## config.mk

```make
export PLATFORM = sky130hd
export DESIGN_NAME = instruction_sequencer
export DESIGN_NICKNAME = d
export VERILOG_FILES = /design/src/source/tinker_pkg.sv /design/src/source/instruction_sequencer.sv
export SDC_FILE = /design/constraint.sdc
export NUM_CORES = 1
export LEC_CHECK = 0
export BUFFER_PORTS_ARGS = -buffer_cell sky130_fd_sc_hd__buf_2
export CORE_ASPECT_RATIO = 1.5
export CORE_MARGIN = 2
export CORE_UTILIZATION = 50
export CTS_BUF_LIST = sky130_fd_sc_hd__clkbuf_8
export DETAILED_ROUTE_END_ITERATION = 10
export PLACE_DENSITY = 0.85
export SETUP_SLACK_MARGIN = 0.3
export SLEW_MARGIN = 10
export SYNTH_ARGS = -nofsm -noshare
export SYNTH_HDL_FRONTEND = slang
export SYNTH_SLANG_ARGS = --single-unit
```

## constraint.sdc

```tcl
create_clock -name clk -period 2.9 [get_ports clk]
set_input_delay 0 -clock clk [delete_from_list [all_inputs] [get_ports clk]]
set_output_delay 0 -clock clk [all_outputs]
set_load 0.02 [all_outputs]
```

## src/source/tinker_pkg.sv

```systemverilog
`default_nettype none

package tinker_pkg;

    // Datapath widths
    localparam int unsigned WORD_W    = 64;
    localparam int unsigned INSTR_W   = 32;
    localparam int unsigned REG_IDX_W = 5;
    localparam int unsigned NUM_REGS  = 32;
    localparam int unsigned LIT_W     = 12;   // Literal field of the instruction word

    typedef logic [WORD_W-1:0]    word_t;
    typedef logic [INSTR_W-1:0]   instr_t;
    typedef logic [REG_IDX_W-1:0] reg_idx_t;

    // PC step per instruction
    localparam word_t INSTR_BYTES = 64'd4;

    // Tinker opcodes, only the integer subset is implemented
    typedef enum logic [4:0] {
        OP_AND     = 5'h00,
        OP_OR      = 5'h01,
        OP_XOR     = 5'h02,
        OP_NOT     = 5'h03,
        OP_SHFTR   = 5'h04,
        OP_SHFTRI  = 5'h05,
        OP_SHFTL   = 5'h06,
        OP_SHFTLI  = 5'h07,
        OP_BR      = 5'h08,
        OP_BRR     = 5'h09,
        OP_BRRI    = 5'h0A,
        OP_BRNZ    = 5'h0B,
        OP_BRGT    = 5'h0E,
        OP_PRIV    = 5'h0F,  // Halt
        OP_MOV_MEM = 5'h10,  // rd <- mem[rs + L]
        OP_MOV_REG = 5'h11,
        OP_MOV_LIT = 5'h12,  // Low 12 bits of rd replaced
        OP_MOV_STR = 5'h13,  // mem[rd + L] <- rs
        OP_ADD     = 5'h18,
        OP_ADDI    = 5'h19,
        OP_SUB     = 5'h1A,
        OP_SUBI    = 5'h1B,
        OP_MUL     = 5'h1C
    } opcode_t;

    // One cycle per phase, three per instruction
    typedef enum logic [1:0] {
        PH_FETCH   = 2'd0,
        PH_EXECUTE = 2'd1,
        PH_RESULT  = 2'd2
    } phase_t;

endpackage

`default_nettype wire
```

## src/source/instruction_sequencer.sv

```systemverilog
`timescale 1ns/10ps
`default_nettype none

module instruction_sequencer #(
    parameter tinker_pkg::word_t RESET_PC = 64'h2000
) (
    input  wire                 clk,
    input  wire                 reset,
    input  tinker_pkg::word_t   next_pc,
    input  wire                 halt_req,
    output tinker_pkg::phase_t  phase,
    output tinker_pkg::word_t   fetch_addr,
    output logic                hlt
);
    import tinker_pkg::*;

    word_t pc;

    assign fetch_addr = pc;

    always_ff @(posedge clk or posedge reset) begin
        if (reset) begin
            pc    <= RESET_PC;
            phase <= PH_FETCH;
            hlt   <= 1'b0;
        end else if (!hlt) begin   // Halted core sits in fetch
            case (phase)
                PH_FETCH:   phase <= PH_EXECUTE;
                PH_EXECUTE: phase <= PH_RESULT;
                PH_RESULT: begin
                    phase <= PH_FETCH;
                    pc    <= next_pc;
                    if (halt_req) begin
                        hlt <= 1'b1;   // Sticky until reset
                    end
                end
                default:    phase <= PH_FETCH;
            endcase
        end
    end
endmodule

`default_nettype wire

```

==> results.ini <==
[status]
outcome = completed

[min_path]
hp-class = in2async

[routing]
drt-total-wl_um = 7310
drt_iter0_drc = 67
first_pass_iters = 4
route.detailed.drc = 0
vias = 2039
antenna_left = 0
viasPerCell = 4.75
wl_per_cell_um = 17.0

[critical_path]
cp_cell_sequence = nor3b_4 -> buf_4 -> mux2_2
crit_fanout = 42
worst-setup-path-type = reg2reg
max_stage_delay_ns = 0.62
critPathBufInv = 1
start_kind = flip-flop
crit_required_ns = 3.11
end_kind = flip-flop
reg2reg_slack_ns = 1.07
crit_family = buffers and inverters
arrival_ns = 2.04
critPathSlowestCell = buf_4

[sta]
finalClockSkew_ns = 0.0111
fmax_mhz = 546
finalCriticalPeriod_ns = 1.83
rsz0062_at_grt = no
slew_violations = 0
max_slew.worst_pin.slew_ns = 0.714
setup_violations = 0
slew_headroom = 0.524
post-route-period-util = 0.631
finalHoldViolCount = 0
fin_tns_setup_ns = 0
whs_ns = 0.270

[floorplan]
core-area_um2 = 5450
initial_core_util = 0.515
die_area_um2 = 6240
io_pins = 134
rows = 33
fp.dieH_um = 95.8
die_w_um = 65.2

[global_route]
grt_pass1_vias = 2241
grt_max_degree = 43
grt_pass1_wl_um = 11000
grt_use_total = 0.245
antenna_found_initial = 0
grt_overflow = 0

[placement]
dpl_cell_area_um2 = 3470
place_inst = 347
gp_congestion = 0.748
portBuffers = 133
hpwl_um = 4220

[clock_network]
cts_tree = yes
clock-sinks = 67
cts_setup_buffers = 0
cts_buffers = 9
cts.htree.levels = 3
clk_pin_slew_ns = 0.07
clk-insertion-delay-late_ns = 0.32
clockBufferDepth = 2
root_buffer = clkbuf_8

[yosys]
synth_area_leaders = dfrtp_1 59%, mux2_4 32%, buf_12 4.3%, mux2_2 1.6%, dfstp_2 0.94%
ys_warn_count = 0
ys_ff_latch = 67
async_flop_share = 1.00
synth_top_cell_by_area = dfrtp_1
yosysSeqAreaShare = 0.598
ys.flop_type = dfrtp_1
synth_cell_types = 12
synth_area_um2 = 2810
netlist_instances = 147
synthesis.nets = 214
synthTopCellsByCount = 66 x dfrtp_1, 60 x mux2_4, 6 x buf_12
netlist.area_leader.share = 0.588
yosysMostFrequentCell = dfrtp_1
syn_area_per_cell_um2 = 19.1
synth_edf_count = 0

[layout]
finalCoreUtilization = 0.799
drive_gt1_frac = 0.616
nets = 421
stdcell_count = 429
syn_to_final_growth_pct = 55.1
diodes = 0
final_cell_area_um2 = 4350
n_fill_cell = 330

[pwr]
cellLeakagePower_nw = 2.16
ir_worst_vdd_mv = 0.688
power_density_nw_per_um2 = 1060

[flow_run]
cap_viol_max_count = 0

## layer usage
layer  track usage  wire length [um]  up-vias
met5             0                 0        -
met4         0.151               307        0
met3        0.0433               243       24
met2         0.449              4180       81
met1         0.255              2580     1011
li1              -                 -      923
## power breakdown
group	internal [mW]	switching (mW)	total [mW]	leakage, nW
Clock	0.527	0.332	0.859	0.117
Combinational	0.995	1.04	2.04	1.27
Sequential	1.42	0.299	1.72	0.779
## state kept, by name, summed over array words and instances, names as in the netlist
name,count
fetch_addr,64
hlt,1
phase,2
## cell usage in the layout, fill, tap and decap left out, drive strengths merged
master / count
clkinv: 1
clkinvlp: 1
nand2: 2
a31o: 1
o21ai: 2
clkbuf: 11
bufinv: 2
buf: 137
or2: 1
inv: 3
dfstp: 1
dfrtp: 66
mux2: 64
dlygate4sd3: 66
nor3b: 1
## path summary, 6_finish.rpt
check | cells past startpoint | endpoint | start
worst min-delay path | 3 | fetch_addr[45]$_DFFE_PP0P_ | reset
min in group clk | 3 | fetch_addr[23]$_DFFE_PP0P_ | next_pc[23]
worst min register to register | 1 | fetch_addr[37]$_DFFE_PP0P_ | fetch_addr[37]$_DFFE_PP0P_
worst max register to register | 3 | fetch_addr[18]$_DFFE_PP0P_ | phase[0]$_DFFE_PP0N_
max in group asynchronous | 4 | fetch_addr[30]$_DFFE_PP0P_ | reset
worst max-delay path | 3 | fetch_addr[18]$_DFFE_PP0P_ | phase[0]$_DFFE_PP0N_
## timing repair
item                                    in CTS  in global routing
endpoints found under the hold margin       89                  0
hold buffers                                66                  0
resized for setup                            0                  0
endpoints found under the setup margin       0                  0
## layout make-up
cell class,instances,area (um^2),share of cell area
sequential,67,1680,0.385
timing repair buffer,203,1360,0.311
multi-input combinational,71,997,0.229
clock buffer,11,151,0.0348
tap,70,87.6,0.0201
clock inverter,5,76.3,0.0175
inverter,2,7.51,0.00172
## kinds of logic (layout without fill, tap and decap cells)
logic type,Yosys count,count (layout),synth area share
AOI/OAI and AO/OA,3,3,0.00669
muxes,64,64,0.337
and+or+nand+nor,4,4,0.00936
DFF,67,67,0.598
buffers and inverters,9,221,0.0495
## tightest hold or removal path: stages
cell and delay (ns):
dlygate4sd3_1 0.53, buf_2 0.12, inv_2 0.40
## per-stage QoR
stage	power, mW	worst slack (ns)
global placement	3.57	1.14
global route	4.82	1.00
CTS	4.58	1.07
detailed placement	3.63	1.08
finish	4.61	1.07
floorplan	2.97	1.22
Note: power is estimated with default switching activity, not from simulation.
