$ cat src/source/tinker_pkg.sv
`default_nettype none

package tinker_pkg;

    // Datapath widths
    localparam int unsigned WORD_W    = 64;
    localparam int unsigned INSTR_W   = 32;
    localparam int unsigned REG_IDX_W = 5;
    localparam int unsigned NUM_REGS  = 32;
    localparam int unsigned LIT_W     = 12;   // Literal field of the instruction word

    typedef logic [WORD_W-1:0]    word_t;
    typedef logic [INSTR_W-1:0]   instr_t;
    typedef logic [REG_IDX_W-1:0] reg_idx_t;

    // PC step per instruction
    localparam word_t INSTR_BYTES = 64'd4;

    // Tinker opcodes, only the integer subset is implemented
    typedef enum logic [4:0] {
        OP_AND     = 5'h00,
        OP_OR      = 5'h01,
        OP_XOR     = 5'h02,
        OP_NOT     = 5'h03,
        OP_SHFTR   = 5'h04,
        OP_SHFTRI  = 5'h05,
        OP_SHFTL   = 5'h06,
        OP_SHFTLI  = 5'h07,
        OP_BR      = 5'h08,
        OP_BRR     = 5'h09,
        OP_BRRI    = 5'h0A,
        OP_BRNZ    = 5'h0B,
        OP_BRGT    = 5'h0E,
        OP_PRIV    = 5'h0F,  // Halt
        OP_MOV_MEM = 5'h10,  // rd <- mem[rs + L]
        OP_MOV_REG = 5'h11,
        OP_MOV_LIT = 5'h12,  // Low 12 bits of rd replaced
        OP_MOV_STR = 5'h13,  // mem[rd + L] <- rs
        OP_ADD     = 5'h18,
        OP_ADDI    = 5'h19,
        OP_SUB     = 5'h1A,
        OP_SUBI    = 5'h1B,
        OP_MUL     = 5'h1C
    } opcode_t;

    // One cycle per phase, three per instruction
    typedef enum logic [1:0] {
        PH_FETCH   = 2'd0,
        PH_EXECUTE = 2'd1,
        PH_RESULT  = 2'd2
    } phase_t;

endpackage

`default_nettype wire
$ cat src/source/core_if.sv
`timescale 1ns/10ps
`default_nettype none

// Decoded instruction fields and control flags
interface decode_if;
    import tinker_pkg::*;

    opcode_t  opcode;
    reg_idx_t rd;
    reg_idx_t rs;
    reg_idx_t rt;
    word_t    literal;              // Zero-extended
    logic     alu_op_uses_literal;
    logic     writes_reg;
    logic     loads;
    logic     stores;

    modport source (output opcode, rd, rs, rt, literal, alu_op_uses_literal,
                    writes_reg, loads, stores);
    modport reader (input opcode, rd, rs, rt, literal, alu_op_uses_literal,
                    writes_reg, loads, stores);
endinterface


`default_nettype wire

$ cat src/source/instruction_decode.sv
`timescale 1ns/10ps
`default_nettype none

module instruction_decode (
    input  wire                 clk,
    input  wire                 reset,
    input  tinker_pkg::phase_t  phase,
    input  tinker_pkg::instr_t  fetch_word,
    decode_if.source            dec
);
    import tinker_pkg::*;

    opcode_t  op_in;
    reg_idx_t rs_in;
    logic     uses_lit_in;
    logic     writes_reg_in;

    // Unknown encodings fall through to the default branches below
    assign op_in = opcode_t'(fetch_word[31:27]);

    always_comb begin
        rs_in         = fetch_word[21:17];
        uses_lit_in   = 1'b0;
        writes_reg_in = 1'b0;
        case (op_in)
            OP_ADDI, OP_SUBI, OP_SHFTRI, OP_SHFTLI, OP_MOV_LIT: begin
                rs_in         = fetch_word[26:22];   // Source is rd itself
                uses_lit_in   = 1'b1;
                writes_reg_in = 1'b1;
            end
            OP_ADD, OP_SUB, OP_MUL, OP_AND, OP_OR, OP_XOR, OP_NOT,
            OP_SHFTR, OP_SHFTL, OP_MOV_REG, OP_MOV_MEM: begin
                writes_reg_in = 1'b1;
            end
            default: ;
        endcase
    end

    always_ff @(posedge clk or posedge reset) begin
        if (reset) begin
            dec.opcode              <= OP_AND;
            dec.rd                  <= '0;
            dec.rs                  <= '0;
            dec.rt                  <= '0;
            dec.literal             <= '0;
            dec.alu_op_uses_literal <= 1'b0;
            dec.writes_reg          <= 1'b0;
            dec.loads               <= 1'b0;
            dec.stores              <= 1'b0;
        end else if (phase == PH_FETCH) begin
            dec.opcode              <= op_in;
            dec.rd                  <= fetch_word[26:22];
            dec.rs                  <= rs_in;
            dec.rt                  <= fetch_word[16:12];
            dec.literal             <= {{(WORD_W-LIT_W){1'b0}}, fetch_word[LIT_W-1:0]};
            dec.alu_op_uses_literal <= uses_lit_in;
            dec.writes_reg          <= writes_reg_in;
            dec.loads               <= (op_in == OP_MOV_MEM);
            dec.stores              <= (op_in == OP_MOV_STR);
        end
    end
endmodule

`default_nettype wire

$ cat src/flat_wrapper.sv
// flat-port wrapper written by rule: the top's interface ports become plain ports
module instruction_decode_flat import tinker_pkg::*;
  (clk, reset, phase, fetch_word, dec_opcode, dec_rd, dec_rs, dec_rt, dec_literal, dec_alu_op_uses_literal, dec_writes_reg, dec_loads, dec_stores);
  decode_if dec_i ();
  input  wire clk;
  input  wire reset;
  input  tinker_pkg::phase_t phase;
  input  tinker_pkg::instr_t fetch_word;
  output wire logic [$bits(dec_i.opcode)-1:0] dec_opcode;
  output wire logic [$bits(dec_i.rd)-1:0] dec_rd;
  output wire logic [$bits(dec_i.rs)-1:0] dec_rs;
  output wire logic [$bits(dec_i.rt)-1:0] dec_rt;
  output wire logic [$bits(dec_i.literal)-1:0] dec_literal;
  output wire logic [$bits(dec_i.alu_op_uses_literal)-1:0] dec_alu_op_uses_literal;
  output wire logic [$bits(dec_i.writes_reg)-1:0] dec_writes_reg;
  output wire logic [$bits(dec_i.loads)-1:0] dec_loads;
  output wire logic [$bits(dec_i.stores)-1:0] dec_stores;
  assign dec_opcode = dec_i.opcode;
  assign dec_rd = dec_i.rd;
  assign dec_rs = dec_i.rs;
  assign dec_rt = dec_i.rt;
  assign dec_literal = dec_i.literal;
  assign dec_alu_op_uses_literal = dec_i.alu_op_uses_literal;
  assign dec_writes_reg = dec_i.writes_reg;
  assign dec_loads = dec_i.loads;
  assign dec_stores = dec_i.stores;
  instruction_decode u_core (.clk(clk), .reset(reset), .phase(phase), .fetch_word(fetch_word), .dec(dec_i));
endmodule
$ cat config.mk
export PLATFORM = sky130hd
export DESIGN_NAME = instruction_decode_flat
export DESIGN_NICKNAME = d
export VERILOG_FILES = /design/src/source/tinker_pkg.sv /design/src/source/core_if.sv /design/src/source/instruction_decode.sv /design/src/flat_wrapper.sv
export SDC_FILE = /design/constraint.sdc
export NUM_CORES = 1
export LEC_CHECK = 0
export CAP_MARGIN = 20
export CORE_ASPECT_RATIO = 0.6
export CORE_MARGIN = 2
export CORE_UTILIZATION = 55
export DETAILED_ROUTE_END_ITERATION = 8
export DONT_BUFFER_PORTS = 1
export PLACE_DENSITY_LB_ADDON = 0.2
export SYNTH_ARGS = -nofsm -noshare
export SYNTH_HDL_FRONTEND = slang
export SYNTH_SLANG_ARGS = --single-unit
$ cat constraint.sdc
create_clock -name clk -period 0.9 [get_ports clk]
set_input_delay 0.09 -clock clk [delete_from_list [all_inputs] [get_ports clk]]
set_output_delay 0.09 -clock clk [all_outputs]
set_load 0.02 [all_outputs]
==> results of run 1 <==
worst paths after layout:
check	start	to	slack, ns
min	fetch_word[31]	u_core.dec.writes_reg$_DFFE_PP0N_	0.01
max reg2reg	u_core.dec.literal[6]$_DFFE_PP0N_	u_core.dec.literal[6]$_DFFE_PP0N_	0.04
min reg2reg	u_core.dec.literal[1]$_DFFE_PP0N_	u_core.dec.literal[1]$_DFFE_PP0N_	0.50
max in group asynchronous	reset	u_core.dec.writes_reg$_DFFE_PP0N_	0.42
max	u_core.dec.literal[2]$_DFFE_PP0N_	dec_literal[2]	-0.03
min in group asynchronous	reset	u_core.dec.literal[1]$_DFFE_PP0N_	0.30
area by class of cell:
type                       count  area share, %
timing repair buffer          96           34.9
sequential                    36           32.3
multi-input combinational    176           27.1
clock buffer                   7           3.45
tap                           45           2.02
inverter                       2          0.269
Yosys cell counts, drive strengths merged:
library cell / n / area (um^2)
nor3b: 1 / 12.5
nor2b: 1 / 6.26
or2: 1 / 6.26
nand2: 83 / 312
conb: 1 / 3.75
and4bb: 1 / 12.5
and2: 1 / 6.26
o41ai: 1 / 8.76
buf: 57 / 415
inv: 2 / 7.51
a31oi: 7 / 43.8
dfrtp: 36 / 901
o21a: 1 / 8.76
nand4b: 1 / 8.76
o21ai: 11 / 58.8
clkbuf: 3 / 11.3
nor2: 8 / 30.0
nand3: 6 / 30.0
and2b: 1 / 7.51
through the flow:
stage	hold WS [ns]	std cells	utilization [%]	power (mW)	TNS, ns
after floorplan	0.186	274	-	2.83	0
after global placement	0.0457	301	63.3	3.08	0
after detailed placement	0.0454	301	63.3	3.09	-0.0862
after CTS	0.0119	352	83.0	4.67	-0.223
after global routing	0.0312	362	85.5	5.01	-1.15
final	0.0145	362	85.5	4.78	-0.269
power breakdown:
part / leakage (nW) / total, mW / switching [mW] / internal [mW]
combinational: 0.994 / 1.58 / 0.834 / 0.749
clock: 0.0503 / 1.22 / 0.544 / 0.681
sequential: 0.442 / 1.97 / 0.153 / 1.82
total: 1.49 / 4.78 / 1.53 / 3.25
per-layer routing:
| metal | wire (um) | share of wire, % | vias to the layer above | global-route usage [%] |
|---|---|---|---|---|
| li1 | - | - | 788 | - |
| met1 | 1880 | 38 | 782 | 30.8 |
| met2 | 2490 | 51 | 80 | 43.3 |
| met3 | 491 | 10 | 7 | 9.07 |
| met4 | 67 | 1.4 | 0 | 7.18 |
| met5 | 0 | 0 | - | 0 |
kinds of logic after synthesis:
kind of cell	synth area share, %
AO/OA/AOI/OAI	6.35
buffers and inverters	23.0
flip-flops	47.7
other	0.198
AND/OR/NAND/NOR	22.8
what timing repair did:
action                     4_1_cts  5_1_grt
setup buffers                   12       10
pin swaps                        0        0
hold endpoints to repair        69        0
hold buffers                    32        0
resized for setup               36        1
setup endpoints to repair       36       37
==> flow_summary.toml, run 1 <==
[layout]
largest_reg_flops = 12
final_nets = 353
drive_above_1_share_pct = 24.3
mostFrequentLayoutCells = "nand2_1, conb_1, buf_6, dfrtp_1, dlygate4sd3_1"
design_area_mm2 = 0.00279
area_growth_pct = 47.7
seqCellArea_um2 = 901
num-fill-cells = 186
final_common_cell = "nand2_1"
largest-register = "u_core.dec.literal"
num_antenna_cells = 0
multi_input_area_um2 = 757

[setup_path]
crit_slowest_cell = "dfrtp_1"
critPathCaptureType = "output pin"
crit_chain = "buf_6"
cp-start-kind = "register"
cp.required_ns = 0.81
critPathMaxStageDelay_ns = 0.41
cp.arrival_ns = 0.84
crit_family = "flip-flops"
crit_cells = 1
critPathKind = "register to output pin"
cp_num_buf_inv = 1
r2r_cells = 4
crit_fanout = 2

[floorplanning]
num_rows = 16
fp.coreArea_mm2 = 0.00326
die_h_um = 49.4
dieArea_mm2 = 0.00394
die_w_um = 79.7
ioPinCount = 124
initial_core_util_pct = 57.9

[logic_synthesis]
synth_warnings = 0
postSynthCellCount = 223
synth_cell_types = 22
synth_area_mm2 = 0.00189
synth-seq-cells = 36
synth.avg_cell_area_um2 = 8.48
ys_seq_area_share_pct = 47.7

[detailed_routing]
ant_nets = 0
viasPerCell = 4.58
vias = 1657
drt_first_pass_iters = 4
routed_wl_um = 4920
avgRoutedWirePerCell_um = 13.6
dr.first_iter.drc_count = 67
drcViolationCount = 0

[clock_tree]
clockBufferDepth = 2
clock-sinks = 36
cts_tree = "yes"
cts-root-buf = "clkbuf_8"
cts_buffers = 5
clk_latency_ns = 0.29
cts.clk_slew.worst_paths_ns = 0.06
cts_max_level = 2

[grt]
grt_start_max_net_pins = 40
antenna_found_initial = 0
overflow = 0
grtUsageTotal_pct = 25.5
grt_pass1_vias = 1562
grt_first_pass_wirelength_um = 7600

[sta]
hold_viol = 0
setup_slack_ns = -0.0285
rsz0062_at_grt = "true"
fmax_mhz = 1080
setup-violations-final = 24
fin_skew_ns = 0
drv_slew = 0
fin_crit_sh_pct = 103
period_minus_slack_ns = 0.929

[pwr]
powerDensity_mw_per_mm2 = 1710
p_leak_nw = 1.49
vdd_drop_max_v = 0.00117

[place]
gp_congestion = 0.783
port_buffers = 0
place_ws_ns = -0.0662
post-dp-hpwl_um = 2730
place_area_mm2 = 0.00207

[status]
status = "finished, violations left"
violations = "setup timing"

[worst_hold_path]
whs_path_depth = 2
hold_class = "primary input to register"

[flow_run]
maxCapViolCount = 0
Note: power is estimated with default switching activity, not from simulation.
==> run 2, diff against run 1 <==
- CORE_UTILIZATION: 55 -> 46
==> run 2 against run 1 <==
Compared with the run above:
- the flow still finishes with violations (setup timing)
- sequential share of layout area up 1.1 points
- die area up 18%
- count of clock-buffer cells in the layout up 1
==> flow_summary.toml, run 2 (synthesized netlist as in run 1, its figures left out) <==
[setup_path]
critPathCaptureType = "output pin"
cp-start-kind = "register"
cp_num_buf_inv = 1
critPathMaxStageDelay_ns = 0.41
cp.required_ns = 0.81
crit_slowest_cell = "dfrtp_1"
crit_family = "flip-flops"
crit_fanout = 2
crit_chain = "buf_6"
cp.arrival_ns = 0.84
critPathKind = "register to output pin"

[status]
status = "finished, violations left"
violations = "setup timing"

[grt]
grt_first_pass_wirelength_um = 6730
grt_start_max_net_pins = 37
antenna_found_initial = 0
grtUsageTotal_pct = 19.7
grt_pass1_vias = 1438
overflow = 0

[floorplanning]
die_h_um = 53.7
fp.coreArea_mm2 = 0.00381
num_rows = 17
initial_core_util_pct = 49.7
dieArea_mm2 = 0.00466
die_w_um = 86.8
ioPinCount = 124

[clock_tree]
cts-root-buf = "clkbuf_8"
cts.clk_slew.worst_paths_ns = 0.07
cts_buffers = 5
clk_latency_ns = 0.28
cts_max_level = 2
clock-sinks = 36
clockBufferDepth = 2
cts_tree = "yes"

[layout]
largest-register = "u_core.dec.literal"
area_growth_pct = 43.0
final_common_cell = "nand2_1"
num_antenna_cells = 0
mostFrequentLayoutCells = "nand2_1, conb_1, buf_6, dfrtp_1, dlygate4sd3_1"
final_nets = 344
drive_above_1_share_pct = 21.0
largest_reg_flops = 12

[place]
post-dp-hpwl_um = 2830
gp_congestion = 0.730
port_buffers = 0

[detailed_routing]
avgRoutedWirePerCell_um = 12.5
viasPerCell = 4.40
drt_first_pass_iters = 4
drcViolationCount = 0
routed_wl_um = 4440
vias = 1566
dr.first_iter.drc_count = 28
ant_nets = 0

[pwr]
powerDensity_mw_per_mm2 = 1700
p_leak_nw = 1.43
power_mw = 4.58
vdd_drop_max_v = 0.000830

[sta]
rsz0062_at_grt = "true"
period_minus_slack_ns = 0.926
fin_skew_ns = 0
setup_slack_ns = -0.0255
drv_slew = 0
setup-violations-final = 17
hold_viol = 0
fmax_mhz = 1080
worst_hold_slack_ns = 0.0292
fin_crit_sh_pct = 103

[flow_run]
maxCapViolCount = 0

[worst_hold_path]
hold_class = "primary input to register"
## run 2: layout make-up
type | instances | area (um^2)
inverters | 2 | 7.51
clock buffers | 8 | 90.1
well taps | 47 | 58.8
fillers | 314 | 1100
multi-input cells | 176 | 749
repair buffers | 87 | 896
flip-flops and latches | 36 | 901
## run 2: worst paths after layout
check	cells past startpoint	endpoint	start	slack [ns]
min	2	u_core.dec.writes_reg$_DFFE_PP0N_	fetch_word[31]	0.03
max in group asynchronous	3	u_core.dec.literal[7]$_DFFE_PP0N_	reset	0.41
max	1	dec_alu_op_uses_literal	u_core.dec.alu_op_uses_literal$_DFFE_PP0N_	-0.03
min in group asynchronous	3	u_core.dec.rd[4]$_DFFE_PP0N_	reset	0.31
min reg2reg	2	u_core.dec.rt[4]$_DFFE_PP0N_	u_core.dec.rt[4]$_DFFE_PP0N_	0.50
max reg2reg	4	u_core.dec.stores$_DFFE_PP0N_	u_core.dec.stores$_DFFE_PP0N_	0.05
## run 2: where the power goes
group / internal (mW) / switching, mW
sequential: 1.82 / 0.153
clock: 0.624 / 0.517
combinational: 0.677 / 0.791
## run 2: per-layer routing
| metal | part of all wire (%) | up-vias | wire length (um) | global-route usage [%] |
|---|---|---|---|---|
| met5 | 0 | - | 0 | 0 |
| met4 | 0.74 | 0 | 33 | 5.47 |
| met3 | 6.7 | 5 | 298 | 6.13 |
| met2 | 49 | 70 | 2170 | 32.6 |
| met1 | 44 | 724 | 1940 | 25.4 |
| li1 | - | 767 | - | - |
## run 2: timing repair
| item | 4_1_cts | 5_1_grt |
|---|---|---|
| hold buffers | 32 | 1 |
| setup buffers | 7 | 5 |
| setup endpoints to repair | 36 | 36 |
| endpoints found under the hold margin | 69 | 1 |
| pin swaps | 0 | 0 |
| resized for setup | 34 | 2 |
## run 2: through the flow
stage | cells | TNS [ns] | utilization, % | area, um^2 | setup slack (ns)
6_report | 356 | -0.104 | 71.0 | 2700 | -0.0255
3_3_place_gp | 303 | 0 | 54.0 | 2060 | 0.0414
5_1_grt | 356 | -1.10 | 71.0 | 2700 | -0.0472
4_1_cts | 350 | -0.217 | 69.5 | 2650 | -0.0235
2_1_floorplan | 274 | 0 | - | 2080 | 0.00576
3_5_place_dp | 303 | 0 | 54.0 | 2060 | 0.00398
