==> config.mk <==
export PLATFORM = sky130hd
export DESIGN_NAME = result_writeback_flat
export DESIGN_NICKNAME = d
export VERILOG_FILES = /design/src/source/tinker_pkg.sv /design/src/source/core_if.sv /design/src/source/result_writeback.sv /design/src/flat_wrapper.sv
export SDC_FILE = /design/constraint.sdc
export NUM_CORES = 1
export LEC_CHECK = 0
export BUFFER_PORTS_ARGS = -buffer_cell sky130_fd_sc_hd__buf_4
export CELL_PAD_IN_SITES_DETAIL_PLACEMENT = 1
export CELL_PAD_IN_SITES_GLOBAL_PLACEMENT = 2
export CORE_AREA = 2 2 262 264
export DETAILED_ROUTE_END_ITERATION = 8
export DIE_AREA = 0 0 264 266
export PLACE_DENSITY = 0.52
export SLEW_MARGIN = 20
export SYNTH_ARGS = -nofsm -noshare
export SYNTH_HDL_FRONTEND = slang
export SYNTH_SLANG_ARGS = --single-unit
==> constraint.sdc <==
create_clock -name vclk -period 3.1
set_input_delay 0.93 -clock vclk [all_inputs]
set_output_delay 0.93 -clock vclk [all_outputs]
set_load 0.05 [all_outputs]
==> src/source/tinker_pkg.sv <==
`default_nettype none

package tinker_pkg;

    // Datapath widths
    localparam int unsigned WORD_W    = 64;
    localparam int unsigned INSTR_W   = 32;
    localparam int unsigned REG_IDX_W = 5;
    localparam int unsigned NUM_REGS  = 32;
    localparam int unsigned LIT_W     = 12;   // Literal field of the instruction word

    typedef logic [WORD_W-1:0]    word_t;
    typedef logic [INSTR_W-1:0]   instr_t;
    typedef logic [REG_IDX_W-1:0] reg_idx_t;

    // PC step per instruction
    localparam word_t INSTR_BYTES = 64'd4;

    // Tinker opcodes, only the integer subset is implemented
    typedef enum logic [4:0] {
        OP_AND     = 5'h00,
        OP_OR      = 5'h01,
        OP_XOR     = 5'h02,
        OP_NOT     = 5'h03,
        OP_SHFTR   = 5'h04,
        OP_SHFTRI  = 5'h05,
        OP_SHFTL   = 5'h06,
        OP_SHFTLI  = 5'h07,
        OP_BR      = 5'h08,
        OP_BRR     = 5'h09,
        OP_BRRI    = 5'h0A,
        OP_BRNZ    = 5'h0B,
        OP_BRGT    = 5'h0E,
        OP_PRIV    = 5'h0F,  // Halt
        OP_MOV_MEM = 5'h10,  // rd <- mem[rs + L]
        OP_MOV_REG = 5'h11,
        OP_MOV_LIT = 5'h12,  // Low 12 bits of rd replaced
        OP_MOV_STR = 5'h13,  // mem[rd + L] <- rs
        OP_ADD     = 5'h18,
        OP_ADDI    = 5'h19,
        OP_SUB     = 5'h1A,
        OP_SUBI    = 5'h1B,
        OP_MUL     = 5'h1C
    } opcode_t;

    // One cycle per phase, three per instruction
    typedef enum logic [1:0] {
        PH_FETCH   = 2'd0,
        PH_EXECUTE = 2'd1,
        PH_RESULT  = 2'd2
    } phase_t;

endpackage

`default_nettype wire
==> src/source/core_if.sv <==
`timescale 1ns/10ps
`default_nettype none

// Decoded instruction fields and control flags
interface decode_if;
    import tinker_pkg::*;

    opcode_t  opcode;
    reg_idx_t rd;
    reg_idx_t rs;
    reg_idx_t rt;
    word_t    literal;              // Zero-extended
    logic     alu_op_uses_literal;
    logic     writes_reg;
    logic     loads;
    logic     stores;

    modport source (output opcode, rd, rs, rt, literal, alu_op_uses_literal,
                    writes_reg, loads, stores);
    modport reader (input opcode, rd, rs, rt, literal, alu_op_uses_literal,
                    writes_reg, loads, stores);
endinterface

// Registered execute results
interface exec_if;
    import tinker_pkg::*;

    word_t result;
    word_t mem_address;
    word_t store_data;
    word_t next_pc;

    modport source (output result, mem_address, store_data, next_pc);
    modport sink   (input result, mem_address, store_data, next_pc);
endinterface

`default_nettype wire

==> src/source/result_writeback.sv <==
`timescale 1ns/10ps
`default_nettype none

module result_writeback (
    input  tinker_pkg::phase_t  phase,
    decode_if.reader            dec,
    exec_if.sink                ex,
    input  tinker_pkg::word_t   mem_rdata,
    output tinker_pkg::word_t   mem_addr,
    output tinker_pkg::word_t   mem_wdata,
    output logic                mem_read,
    output logic                mem_write,
    output logic                wr_en,
    output tinker_pkg::word_t   wr_data,
    output tinker_pkg::word_t   next_pc
);
    import tinker_pkg::*;

    logic in_result;

    assign in_result = (phase == PH_RESULT);

    // Strobes last exactly the result cycle
    assign mem_read  = in_result && dec.loads;
    assign mem_write = in_result && dec.stores;
    assign wr_en     = in_result && dec.writes_reg;

    assign mem_addr  = ex.mem_address;
    assign mem_wdata = ex.store_data;

    // Load data comes straight from the memory answer
    assign wr_data = dec.loads ? mem_rdata : ex.result;

    assign next_pc = ex.next_pc;   // Sequencer loads it at the end of the result phase
endmodule

`default_nettype wire

==> src/flat_wrapper.sv <==
// flat-port wrapper written by rule: the top's interface ports become plain ports
module result_writeback_flat import tinker_pkg::*;
  (phase, mem_rdata, mem_addr, mem_wdata, mem_read, mem_write, wr_en, wr_data, next_pc, dec_opcode, dec_rd, dec_rs, dec_rt, dec_literal, dec_alu_op_uses_literal, dec_writes_reg, dec_loads, dec_stores, ex_result, ex_mem_address, ex_store_data, ex_next_pc);
  decode_if dec_i ();
  exec_if ex_i ();
  input  tinker_pkg::phase_t phase;
  input  tinker_pkg::word_t mem_rdata;
  output tinker_pkg::word_t mem_addr;
  output tinker_pkg::word_t mem_wdata;
  output logic mem_read;
  output logic mem_write;
  output logic wr_en;
  output tinker_pkg::word_t wr_data;
  output tinker_pkg::word_t next_pc;
  input wire logic [$bits(dec_i.opcode)-1:0] dec_opcode;
  input wire logic [$bits(dec_i.rd)-1:0] dec_rd;
  input wire logic [$bits(dec_i.rs)-1:0] dec_rs;
  input wire logic [$bits(dec_i.rt)-1:0] dec_rt;
  input wire logic [$bits(dec_i.literal)-1:0] dec_literal;
  input wire logic [$bits(dec_i.alu_op_uses_literal)-1:0] dec_alu_op_uses_literal;
  input wire logic [$bits(dec_i.writes_reg)-1:0] dec_writes_reg;
  input wire logic [$bits(dec_i.loads)-1:0] dec_loads;
  input wire logic [$bits(dec_i.stores)-1:0] dec_stores;
  input wire logic [$bits(ex_i.result)-1:0] ex_result;
  input wire logic [$bits(ex_i.mem_address)-1:0] ex_mem_address;
  input wire logic [$bits(ex_i.store_data)-1:0] ex_store_data;
  input wire logic [$bits(ex_i.next_pc)-1:0] ex_next_pc;
  assign dec_i.opcode = dec_opcode;
  assign dec_i.rd = dec_rd;
  assign dec_i.rs = dec_rs;
  assign dec_i.rt = dec_rt;
  assign dec_i.literal = dec_literal;
  assign dec_i.alu_op_uses_literal = dec_alu_op_uses_literal;
  assign dec_i.writes_reg = dec_writes_reg;
  assign dec_i.loads = dec_loads;
  assign dec_i.stores = dec_stores;
  assign ex_i.result = ex_result;
  assign ex_i.mem_address = ex_mem_address;
  assign ex_i.store_data = ex_store_data;
  assign ex_i.next_pc = ex_next_pc;
  result_writeback u_core (.phase(phase), .dec(dec_i), .ex(ex_i), .mem_rdata(mem_rdata), .mem_addr(mem_addr), .mem_wdata(mem_wdata), .mem_read(mem_read), .mem_write(mem_write), .wr_en(wr_en), .wr_data(wr_data), .next_pc(next_pc));
endmodule
==> metrics.sh, run 1 <==
FINALPOWER_mW=0.720
SEQ_AREA_SQ_UM=0
SETUP.WORST_PATH.CLASS='in2out'
CRIT_PATH_MAX_FANOUT=28
HOLD_BUFFERS=0
GRT.TOTAL_USAGE_PCT=5.62
POSTSYNTHAREAPERCELL_SQ_UM=9.19
GRT_ANTENNA_BEFORE_REPAIR=3
FINALSETUPVIOLATIONS=0
MAX_FREQ_MHz=344
POSTSYNTHCELLCOUNT=266
NUMBER_OF_GLOBAL_ROUTE_VIAS_BEFORE_REPAIR=2117
OVERFLOW=0
TIMING.CRITICAL_PATH.TO_TYPE='output port'
N_CLOCK_BUFFER=0
NFLOPSANDLATCHES=0
WORST_SLEW_MARGIN_REL_PCT=82.2
LAYOUT_COMMONEST_CELL='buf_4'
CP.REQUIRED_NS=2.17
POWER_DENSITY_nW_PER_UM2=201
DIE_W_UM=264
WORST_PIN_SLEW_NS=0.269
WIRELENGTH_UM=21200
SETUP_TNS_FINAL_NS=0
SYNTH-WARNING-COUNT=0
AREAGROWTHSYNTHTOFINISH_PCT=46.8
CRIT_PATH_START_KIND='primary input'
ROWS=96
SYNTH.YOSYS.SEQ_AREA_SHARE_PCT=0
DETAILROUTE.VIA_COUNT=1841
DP_HPWL_UM=19700
SYNTH_XOR_AREA_SHARE_PCT=0
FIRST_PASS_ITERS=3
DETAILEDROUTE.FIRSTITERATIONVIOLATIONS=41
FLOORPLAN.DIE_AREA_SQ_UM=70200
CTS-RESIZED-GATES=0
SYNTH_SIMPLE_GATE_AREA_SHARE_PCT=1.07
DRV_CAP=0
P_SW_SHARE_PCT=60.5
AVGVIACOUNTPERCELL=1.59
SYNTH_COMPOUND_GATE_AREA_SHARE_PCT=0
WORST_HOLD_PATH.NUM_CELLS=0
FILL_CELLS=8093
POST-CTS-SETUP-BUFFERS=0
SYNTH_NETS=676
SYNTH_TOP_FAMILY_BY_AREA='buffers and inverters'
POWER_SWITCHING_mW=0.436
LEAKAGEPOWER_nW=1.47
PERIOD_SHARE_PCT=93.7
GLOBALPLACE.CONGESTION=0.732
STATUS='finished clean'
POWER_FRAC_CLOCK_PCT=0
DIE_HEIGHT_UM=266
PORT_BUFFERS=200
SHARE_SEQ_OF_TOTAL_POWER_PCT=0
MIN_PERIOD_NS=2.90
DRTANTENNAVIOLNETS=0
HIGHEST_COUNT_CELLS_IN_THE_LAYOUT_IGNORING_FILL_AND_TAPS='buf_4 (204), mux2_4 (49), mux2_2 (15), and3b_1 (3), buf_12 (1)'
NETLIST_AREA_SQ_UM=2440
VDD_IR_DROP_MAX_mV=0.0439
DRCVIOLATIONCOUNT=0
TYPE_OF_THE_WORST_MIN_DELAY_PATH='in2out'
FINAL-MAX-SLEW-VIOLATION-COUNT=0
UNREPAIRED_SETUP_ENDPOINTS_AFTER_GLOBAL_ROUTING='false'
POST_ROUTE_CELLS_DRIVE_ABOVE_1_SHARE_PCT=98.9
YS_TYPES=6
LAYOUT.NETS=684
INITIAL_UTILIZATION_PCT=3.61
FP.COREAREA_SQ_UM=67700
ARRIVAL_NS=1.97
COMBPWRFRAC_PCT=100.0
SYNTHADDERAREAFRAC_PCT=0
GRT_FIRST_PASS_WIRELENGTH_UM=24700
TIMING_HOLD_VIOLATIONS_FINAL=0
CELL_INTERNAL_PWR_mW=0.284
GRT_START_MAX_NET_PINS=29
DETAIL_ROUTE.WL_PER_CELL_UM=18.3
SYNTH.AREA.MUX_SHARE_PCT=37.0
IO_PINS=669
-- worst max-delay path, cell delays in order --
cell and delay (ns):
buf_4 0.20, buf_12 0.26, mux2_4 0.33, buf_4 0.23
-- metal layers --
layer	part of all wire (%)	GRT usage [%]	vias to the layer above
li1	-	-	680
met1	25	4.00	742
met2	48	10.2	335
met3	22	5.15	82
met4	4.0	1.92	2
met5	0.43	0.901	-
-- final cells by class --
cell class         instances  area, sq um  share of cell area (%)
repair buffers           205         1550                    43.2
well taps                882         1100                    30.8
multi-input cells         67          931                    25.9
diodes                     1         2.50                  0.0697
-- logic make-up (layout without fill, tap and decap cells) --
kind of cell           after synthesis  count (layout)
and+or+nand+nor                      3               3
muxes                               64              64
other                                0               1
buffers and inverters              199             205
-- worst paths after layout --
kind	from	end	slack, ns
worst max-delay path	dec_loads	wr_data[40]	0.20
worst min-delay path	ex_mem_address[34]	mem_addr[34]	1.86
-- power by group through the flow --
| stage | registers [mW] | logic, mW | clock network, mW |
|---|---|---|---|
| floorplan | 0 | 1.05 | 0 |
| global placement | 0 | 0.753 | 0 |
| detailed placement | 0 | 0.753 | 0 |
| CTS | 0 | 0.757 | 0 |
| global route | 0 | 0.771 | 0.0000000433 |
| finish | 0 | 0.720 | 0.0000000434 |
-- synthesized netlist by cell type --
cell / number / share of area (%)
buf_6: 6 / 2.8
mux2_2: 15 / 6.9
and3b_1: 3 / 1.1
buf_4: 192 / 59
mux2_4: 49 / 30
buf_2: 1 / 0.20
-- per-stage QoR --
step                      utilization (%)  cell area, sq um  worst slack, ns  cells  hold WS [ns]
after floorplan                         -              2440            0.476    266          2.03
final                                5.30              3590            0.196   1155          1.86
after CTS                            5.29              3590            0.186   1154          1.86
after global placement               5.29              3590            0.198   1154          1.86
after global routing                 5.30              3590            0.148   1155          1.86
after detailed placement             5.29              3590            0.191   1154          1.86
Power figures use the tool's default switching activity.
==> run 2, diff against run 1 <==
--- a/config.mk
+++ b/config.mk
@@ -6,12 +6,12 @@
 export NUM_CORES = 1
 export LEC_CHECK = 0
 export BUFFER_PORTS_ARGS = -buffer_cell sky130_fd_sc_hd__buf_4
-export CELL_PAD_IN_SITES_DETAIL_PLACEMENT = 1
-export CELL_PAD_IN_SITES_GLOBAL_PLACEMENT = 2
+export CELL_PAD_IN_SITES_DETAIL_PLACEMENT = 0
+export CELL_PAD_IN_SITES_GLOBAL_PLACEMENT = 1
 export CORE_AREA = 2 2 262 264
 export DETAILED_ROUTE_END_ITERATION = 8
 export DIE_AREA = 0 0 264 266
-export PLACE_DENSITY = 0.52
+export PLACE_DENSITY = 0.41
 export SLEW_MARGIN = 20
 export SYNTH_ARGS = -nofsm -noshare
 export SYNTH_HDL_FRONTEND = slang
==> constraint.sdc (replaced) <==
create_clock -name vclk -period 2.4
set_input_delay 0.72 -clock vclk [all_inputs]
set_output_delay 0.72 -clock vclk [all_outputs]
set_load 0.05 [all_outputs]
==> metrics.sh, run 2 (same netlist as run 1, synthesis figures left out) <==
FIN_HOLD_WS_NS=1.44  # -0.420 ns
FINALPOWER_mW=0.825  # +15%
SEQ_AREA_SQ_UM=0  # unchanged
CP.REQUIRED_NS=1.68  # -0.49 ns
STATUS='finished clean'
TIMING_HOLD_VIOLATIONS_FINAL=0  # unchanged
ARRIVAL_NS=1.61  # -0.36 ns
VDD_IR_DROP_MAX_mV=0.0694  # +58%
DRV_CAP=0  # unchanged
POWER_DENSITY_nW_PER_UM2=225  # +12%
DRCVIOLATIONCOUNT=0  # unchanged
DP_HPWL_UM=8550  # -57%
DIE_W_UM=264  # unchanged
FINAL-MAX-SLEW-VIOLATION-COUNT=0  # unchanged
UNREPAIRED_SETUP_ENDPOINTS_AFTER_GLOBAL_ROUTING='false'
INITIAL_UTILIZATION_PCT=3.61  # unchanged
ROWS=96  # unchanged
AREAGROWTHSYNTHTOFINISH_PCT=50.2
HIGHEST_COUNT_CELLS_IN_THE_LAYOUT_IGNORING_FILL_AND_TAPS='buf_4 (207), mux2_4 (49), mux2_2 (15), and3b_1 (3), buf_12 (2)'
SETUP.WORST_PATH.CLASS='in2out'
AVGVIACOUNTPERCELL=1.53  # -4.2%
FLOORPLAN.DIE_AREA_SQ_UM=70200  # unchanged
NUMBER_OF_GLOBAL_ROUTE_VIAS_BEFORE_REPAIR=1759  # -17%
POST-CTS-SETUP-BUFFERS=0  # unchanged
GRT_ANTENNA_BEFORE_REPAIR=0  # -3
POST_ROUTE_CELLS_DRIVE_ABOVE_1_SHARE_PCT=98.9  # about the same
MAX_FREQ_MHz=430
HOLDPATHEND='mem_addr[34]'
DRTANTENNAVIOLNETS=0  # unchanged
FP.COREAREA_SQ_UM=67700  # unchanged
HOLD_BUFFERS=0  # unchanged
TYPE_OF_THE_WORST_MIN_DELAY_PATH='in2out'
DIE_HEIGHT_UM=266  # unchanged
PLACEMENT.CELL_AREA_SQ_UM=3640  # +1.4%
LAYOUT.NETS=690  # +0.88%
GRT_FIRST_PASS_WIRELENGTH_UM=11900  # -52%
LEAKAGEPOWER_nW=1.52  # +3.0%
GRT.TOTAL_USAGE_PCT=2.30  # -3.3 points
DETAIL_ROUTE.WL_PER_CELL_UM=8.41  # -54%
WORST_SLEW_MARGIN_REL_PCT=87.5  # +5.3 points
IO_PINS=669  # unchanged
HP-START='ex_mem_address[34]'
FIRST_PASS_ITERS=3  # unchanged
FINALINSTANCEAREA_SQ_UM=3670  # +2.3%
PERIOD_SHARE_PCT=96.9
GLOBALPLACE.CONGESTION=0.681  # -7.0%
INSERTED_DIODES=0  # -1
WIRELENGTH_UM=9760  # -54%
WORST_PIN_SLEW_NS=0.189  # -0.0795 ns
OVERFLOW=0  # unchanged
DETAILROUTE.VIA_COUNT=1772  # -3.7%
CRIT_PATH_MAX_FANOUT=11  # -61%
MIN_PERIOD_NS=2.33
PORT_BUFFERS=200  # unchanged
CRIT_PATH_START_KIND='primary input'
GRT_START_MAX_NET_PINS=15  # -48%
FILL_CELLS=8001  # -1.1%
WORST_HOLD_PATH.NUM_CELLS=0  # unchanged
TIMING.CRITICAL_PATH.TO_TYPE='output port'
NFLOPSANDLATCHES=0  # unchanged
FINALSETUPVIOLATIONS=0  # unchanged
DETAILEDROUTE.FIRSTITERATIONVIOLATIONS=38  # -7.3%
N_CLOCK_BUFFER=0  # unchanged
LAYOUT_COMMONEST_CELL='buf_4'
==> run 2: cell count changes in the layout (fill, tap and decap cells not counted) <==
| cell | delta |
|---|---|
| buf_4 | +3 |
| buf_12 | +1 |
| diode_2 | -1 |
| buf_8 | +1 |
| buf_16 | +1 |
==> run 2: layout make-up <==
class                           count  area, sq um  area share (%)
Tap cell                          882         1100            30.1
Timing Repair Buffer              211         1640            44.6
Multi-Input combinational cell     67          931            25.4
==> run 2: worst max path at each step <==
stage,endpoint,start,cells past startpoint,slack (ns)
floorplan,mem_read,dec_loads,3,0.20
global placement,wr_data[45],dec_loads,4,-0.007
detailed placement,wr_data[45],dec_loads,4,-0.02
CTS,wr_data[18],dec_loads,4,0.06
global route,wr_data[13],dec_loads,4,0.04
finish,wr_data[13],dec_loads,4,0.07
==> run 2: worst max-delay path, stage by stage <==
cell and delay (ns):
buf_8 0.16, buf_4 0.21, mux2_4 0.31, buf_4 0.19
==> run 2: metrics by stage <==
| step | setup TNS, ns | worst slack (ns) | util, % | instances |
|---|---|---|---|---|
| finish | 0 | 0.0744 | 5.42 | 1160 |
| global route | 0 | 0.0442 | 5.42 | 1160 |
| CTS | 0 | 0.0617 | 5.42 | 1160 |
| detailed placement | -0.261 | -0.0182 | 5.37 | 1159 |
| global placement | -0.0233 | -0.00749 | 5.37 | 1159 |
| floorplan | 0 | 0.196 | - | 266 |
==> run 2: power by group <==
part	leakage, nW	switching, mW	internal, mW
Sequential	0	0	0
Clock	0	0	0
Combinational	1.52	0.446	0.379
==> run 2: repair_timing <==
action | 4_1_cts | 5_1_grt
hold endpoints to repair | 0 | 0
setup endpoints to repair | 25 | 0
resized for setup | 3 | 0
==> run 2: routing by layer <==
metal	routed length, um	vias up	track usage, %	share of wire (%)
li1	-	690	-	-
met1	1820	698	1.10	19
met2	5070	306	4.67	52
met3	2030	78	1.66	21
met4	845	0	2.09	8.7
met5	0	-	0	0
==> run 3, diff against run 2 <==
==> constraint.sdc (replaced) <==
create_clock -name vclk -period 1.9
set_input_delay 0.57 -clock vclk [all_inputs]
set_output_delay 0.57 -clock vclk [all_outputs]
set_load 0.05 [all_outputs]
==> metrics.sh, run 3 (same netlist as run 1, synthesis figures left out) <==
ROUTE.MET2.WL_UM=5170  # +2.0%
SETUP.WORST_PATH.CLASS='in2out'
CP_SLOWEST_CELL='mux2_4'
FIN_WS_NS=-0.00947  # -0.0839 ns
MIN_PERIOD_NS=1.91
ARRIVAL_NS=1.34  # -0.27 ns
POST_ROUTE_CELLS_DRIVE_ABOVE_1_SHARE_PCT=99.3  # +0.36 points
HOLD_BUFFERS=0  # unchanged
LEAKAGEPOWER_nW=1.67  # +10%
AREAGROWTHSYNTHTOFINISH_PCT=65.8
HIGHEST_COUNT_CELLS_IN_THE_LAYOUT_IGNORING_FILL_AND_TAPS='buf_4 (141), mux2_4 (55), buf_6 (54), buf_8 (12), mux2_2 (9)'
DIE_W_UM=264  # unchanged
TIMING_HOLD_VIOLATIONS_FINAL=0  # unchanged
WORSTSETUPPATHDEPTH=4  # unchanged
DETAILROUTE.VIA_COUNT=1782  # +0.56%
TOP_LAYER='met4'
WIRELENGTH_UM=9610  # -1.5%
CRIT_PATH_CELL_TRACE='buf_16 > clkbuf_16 > mux2_4 > buf_8'
OVERFLOW=0  # unchanged
UNREPAIRED_SETUP_ENDPOINTS_AFTER_GLOBAL_ROUTING='true'
INSERTED_DIODES=0  # unchanged
STATUS='complete, but fails checks'
TIMING.CRITICAL_PATH.TO_TYPE='output port'
VDD_IR_DROP_MAX_mV=0.0849  # +22%
CRITICAL-PATH-MAX-STAGE-DELAY_NS=0.31  # about the same
WORST_HOLD_PATH.NUM_CELLS=0  # unchanged
NFLOPSANDLATCHES=0  # unchanged
POWER_DENSITY_nW_PER_UM2=287  # +28%
GRT_ANTENNA_BEFORE_REPAIR=0  # unchanged
FINAL_CELLS=1162  # +0.17%
NUMBER_OF_GLOBAL_ROUTE_VIAS_BEFORE_REPAIR=1798  # +2.2%
WORSTPATHBUFFERINVERTERCOUNT=3  # unchanged
WL_MET3_UM=1890  # -6.9%
FIRST_PASS_ITERS=3  # unchanged
ROWS=96  # unchanged
TYPE_OF_THE_WORST_MIN_DELAY_PATH='in2out'
CRIT_PATH_MAX_FANOUT=7  # -4
GLOBALPLACE.CONGESTION=0.623  # -8.5%
SEQ_AREA_SQ_UM=0  # unchanged
DETAIL_ROUTE.WIRELENGTH.MET1_UM=1780  # -2.1%
DETAIL_ROUTE.WL_PER_CELL_UM=8.27  # -1.7%
DRTANTENNAVIOLNETS=0  # unchanged
FINALSETUPVIOLATIONS=10  # +10
DRCVIOLATIONCOUNT=0  # unchanged
GRT_FIRST_PASS_WIRELENGTH_UM=12000  # +0.40%
LAYOUT.CORE_UTILIZATION_PCT=5.98  # +0.56 points
DETAILEDROUTE.FIRSTITERATIONVIOLATIONS=21  # -45%
FLOORPLAN.DIE_AREA_SQ_UM=70200  # unchanged
INITIAL_UTILIZATION_PCT=3.61  # unchanged
FILL_CELLS=7954  # -0.59%
DRV_CAP=0  # unchanged
CRIT_PATH_START_KIND='primary input'
IO_PINS=669  # unchanged
AVGVIACOUNTPERCELL=1.53  # +0.39%
LAYOUT.NETS=692  # +0.29%
DP_HPWL_UM=8020  # -6.2%
GRT_START_MAX_NET_PINS=14  # -1
DIE_HEIGHT_UM=266  # unchanged
PERIOD_SHARE_PCT=100
WORST_SLEW_MARGIN_REL_PCT=89.9  # +2.4 points
GRT.TOTAL_USAGE_PCT=2.28  # -0.024 points
CP.REQUIRED_NS=1.33  # -0.35 ns
FAILING_CHECKS='setup timing'
WORST_PIN_SLEW_NS=0.153  # -0.0365 ns
FP.COREAREA_SQ_UM=67700  # unchanged
MAX_FREQ_MHz=524
PORT_BUFFERS=200  # unchanged
FINAL-MAX-SLEW-VIOLATION-COUNT=0  # unchanged
DPL.CELL_COUNT=1159  # unchanged
N_CLOCK_BUFFER=0  # unchanged
LAYOUT_COMMONEST_CELL='buf_4'
CRITPATHTOPFAMILY='buffers and inverters'
## run 3: layout make-up
| class | count | area, sq um | share of cell area [%] |
|---|---|---|---|
| timing repair buffer | 213 | 1990 | 49.2 |
| multi-input combinational | 67 | 955 | 23.6 |
| tap | 882 | 1100 | 27.2 |
## run 3: power breakdown
group          internal, mW  switching (mW)  leakage (nW)  total, mW
logic                 0.579           0.584          1.67       1.16
registers                 0               0             0          0
clock network             0               0             0          0
total                 0.579           0.584          1.67       1.16
## run 3: metal layers
layer	vias up	track usage [%]
li1	696	-
met1	707	1.07
met2	313	4.74
met3	66	1.62
met4	0	1.89
met5	-	0
## run 3: repair_timing
item                                    in CTS  in global routing
buffers inserted                             0                  0
gates resized for setup                     53                 37
gates cloned                                 2                  1
endpoints found under the setup margin      65                 33
pin swaps                                    0                  0
## run 3: final timing paths
path	start	end	slack (ns)
max	dec_loads	wr_data[9]	-0.009
min	ex_mem_address[34]	mem_addr[34]	1.14
## run 3: through the flow
step	cell area (sq um)	TNS, ns	hold slack [ns]	worst slack (ns)	total power [mW]
after floorplan	2450	0	1.31	0.0786	1.71
after global placement	3640	-12.09	1.14	-0.229	1.04
after detailed placement	3640	-11.62	1.14	-0.221	1.03
after CTS	3890	-0.606	1.14	-0.0548	1.12
after global routing	4050	-0.371	1.14	-0.0303	1.20
final	4050	-0.0411	1.14	-0.00947	1.16
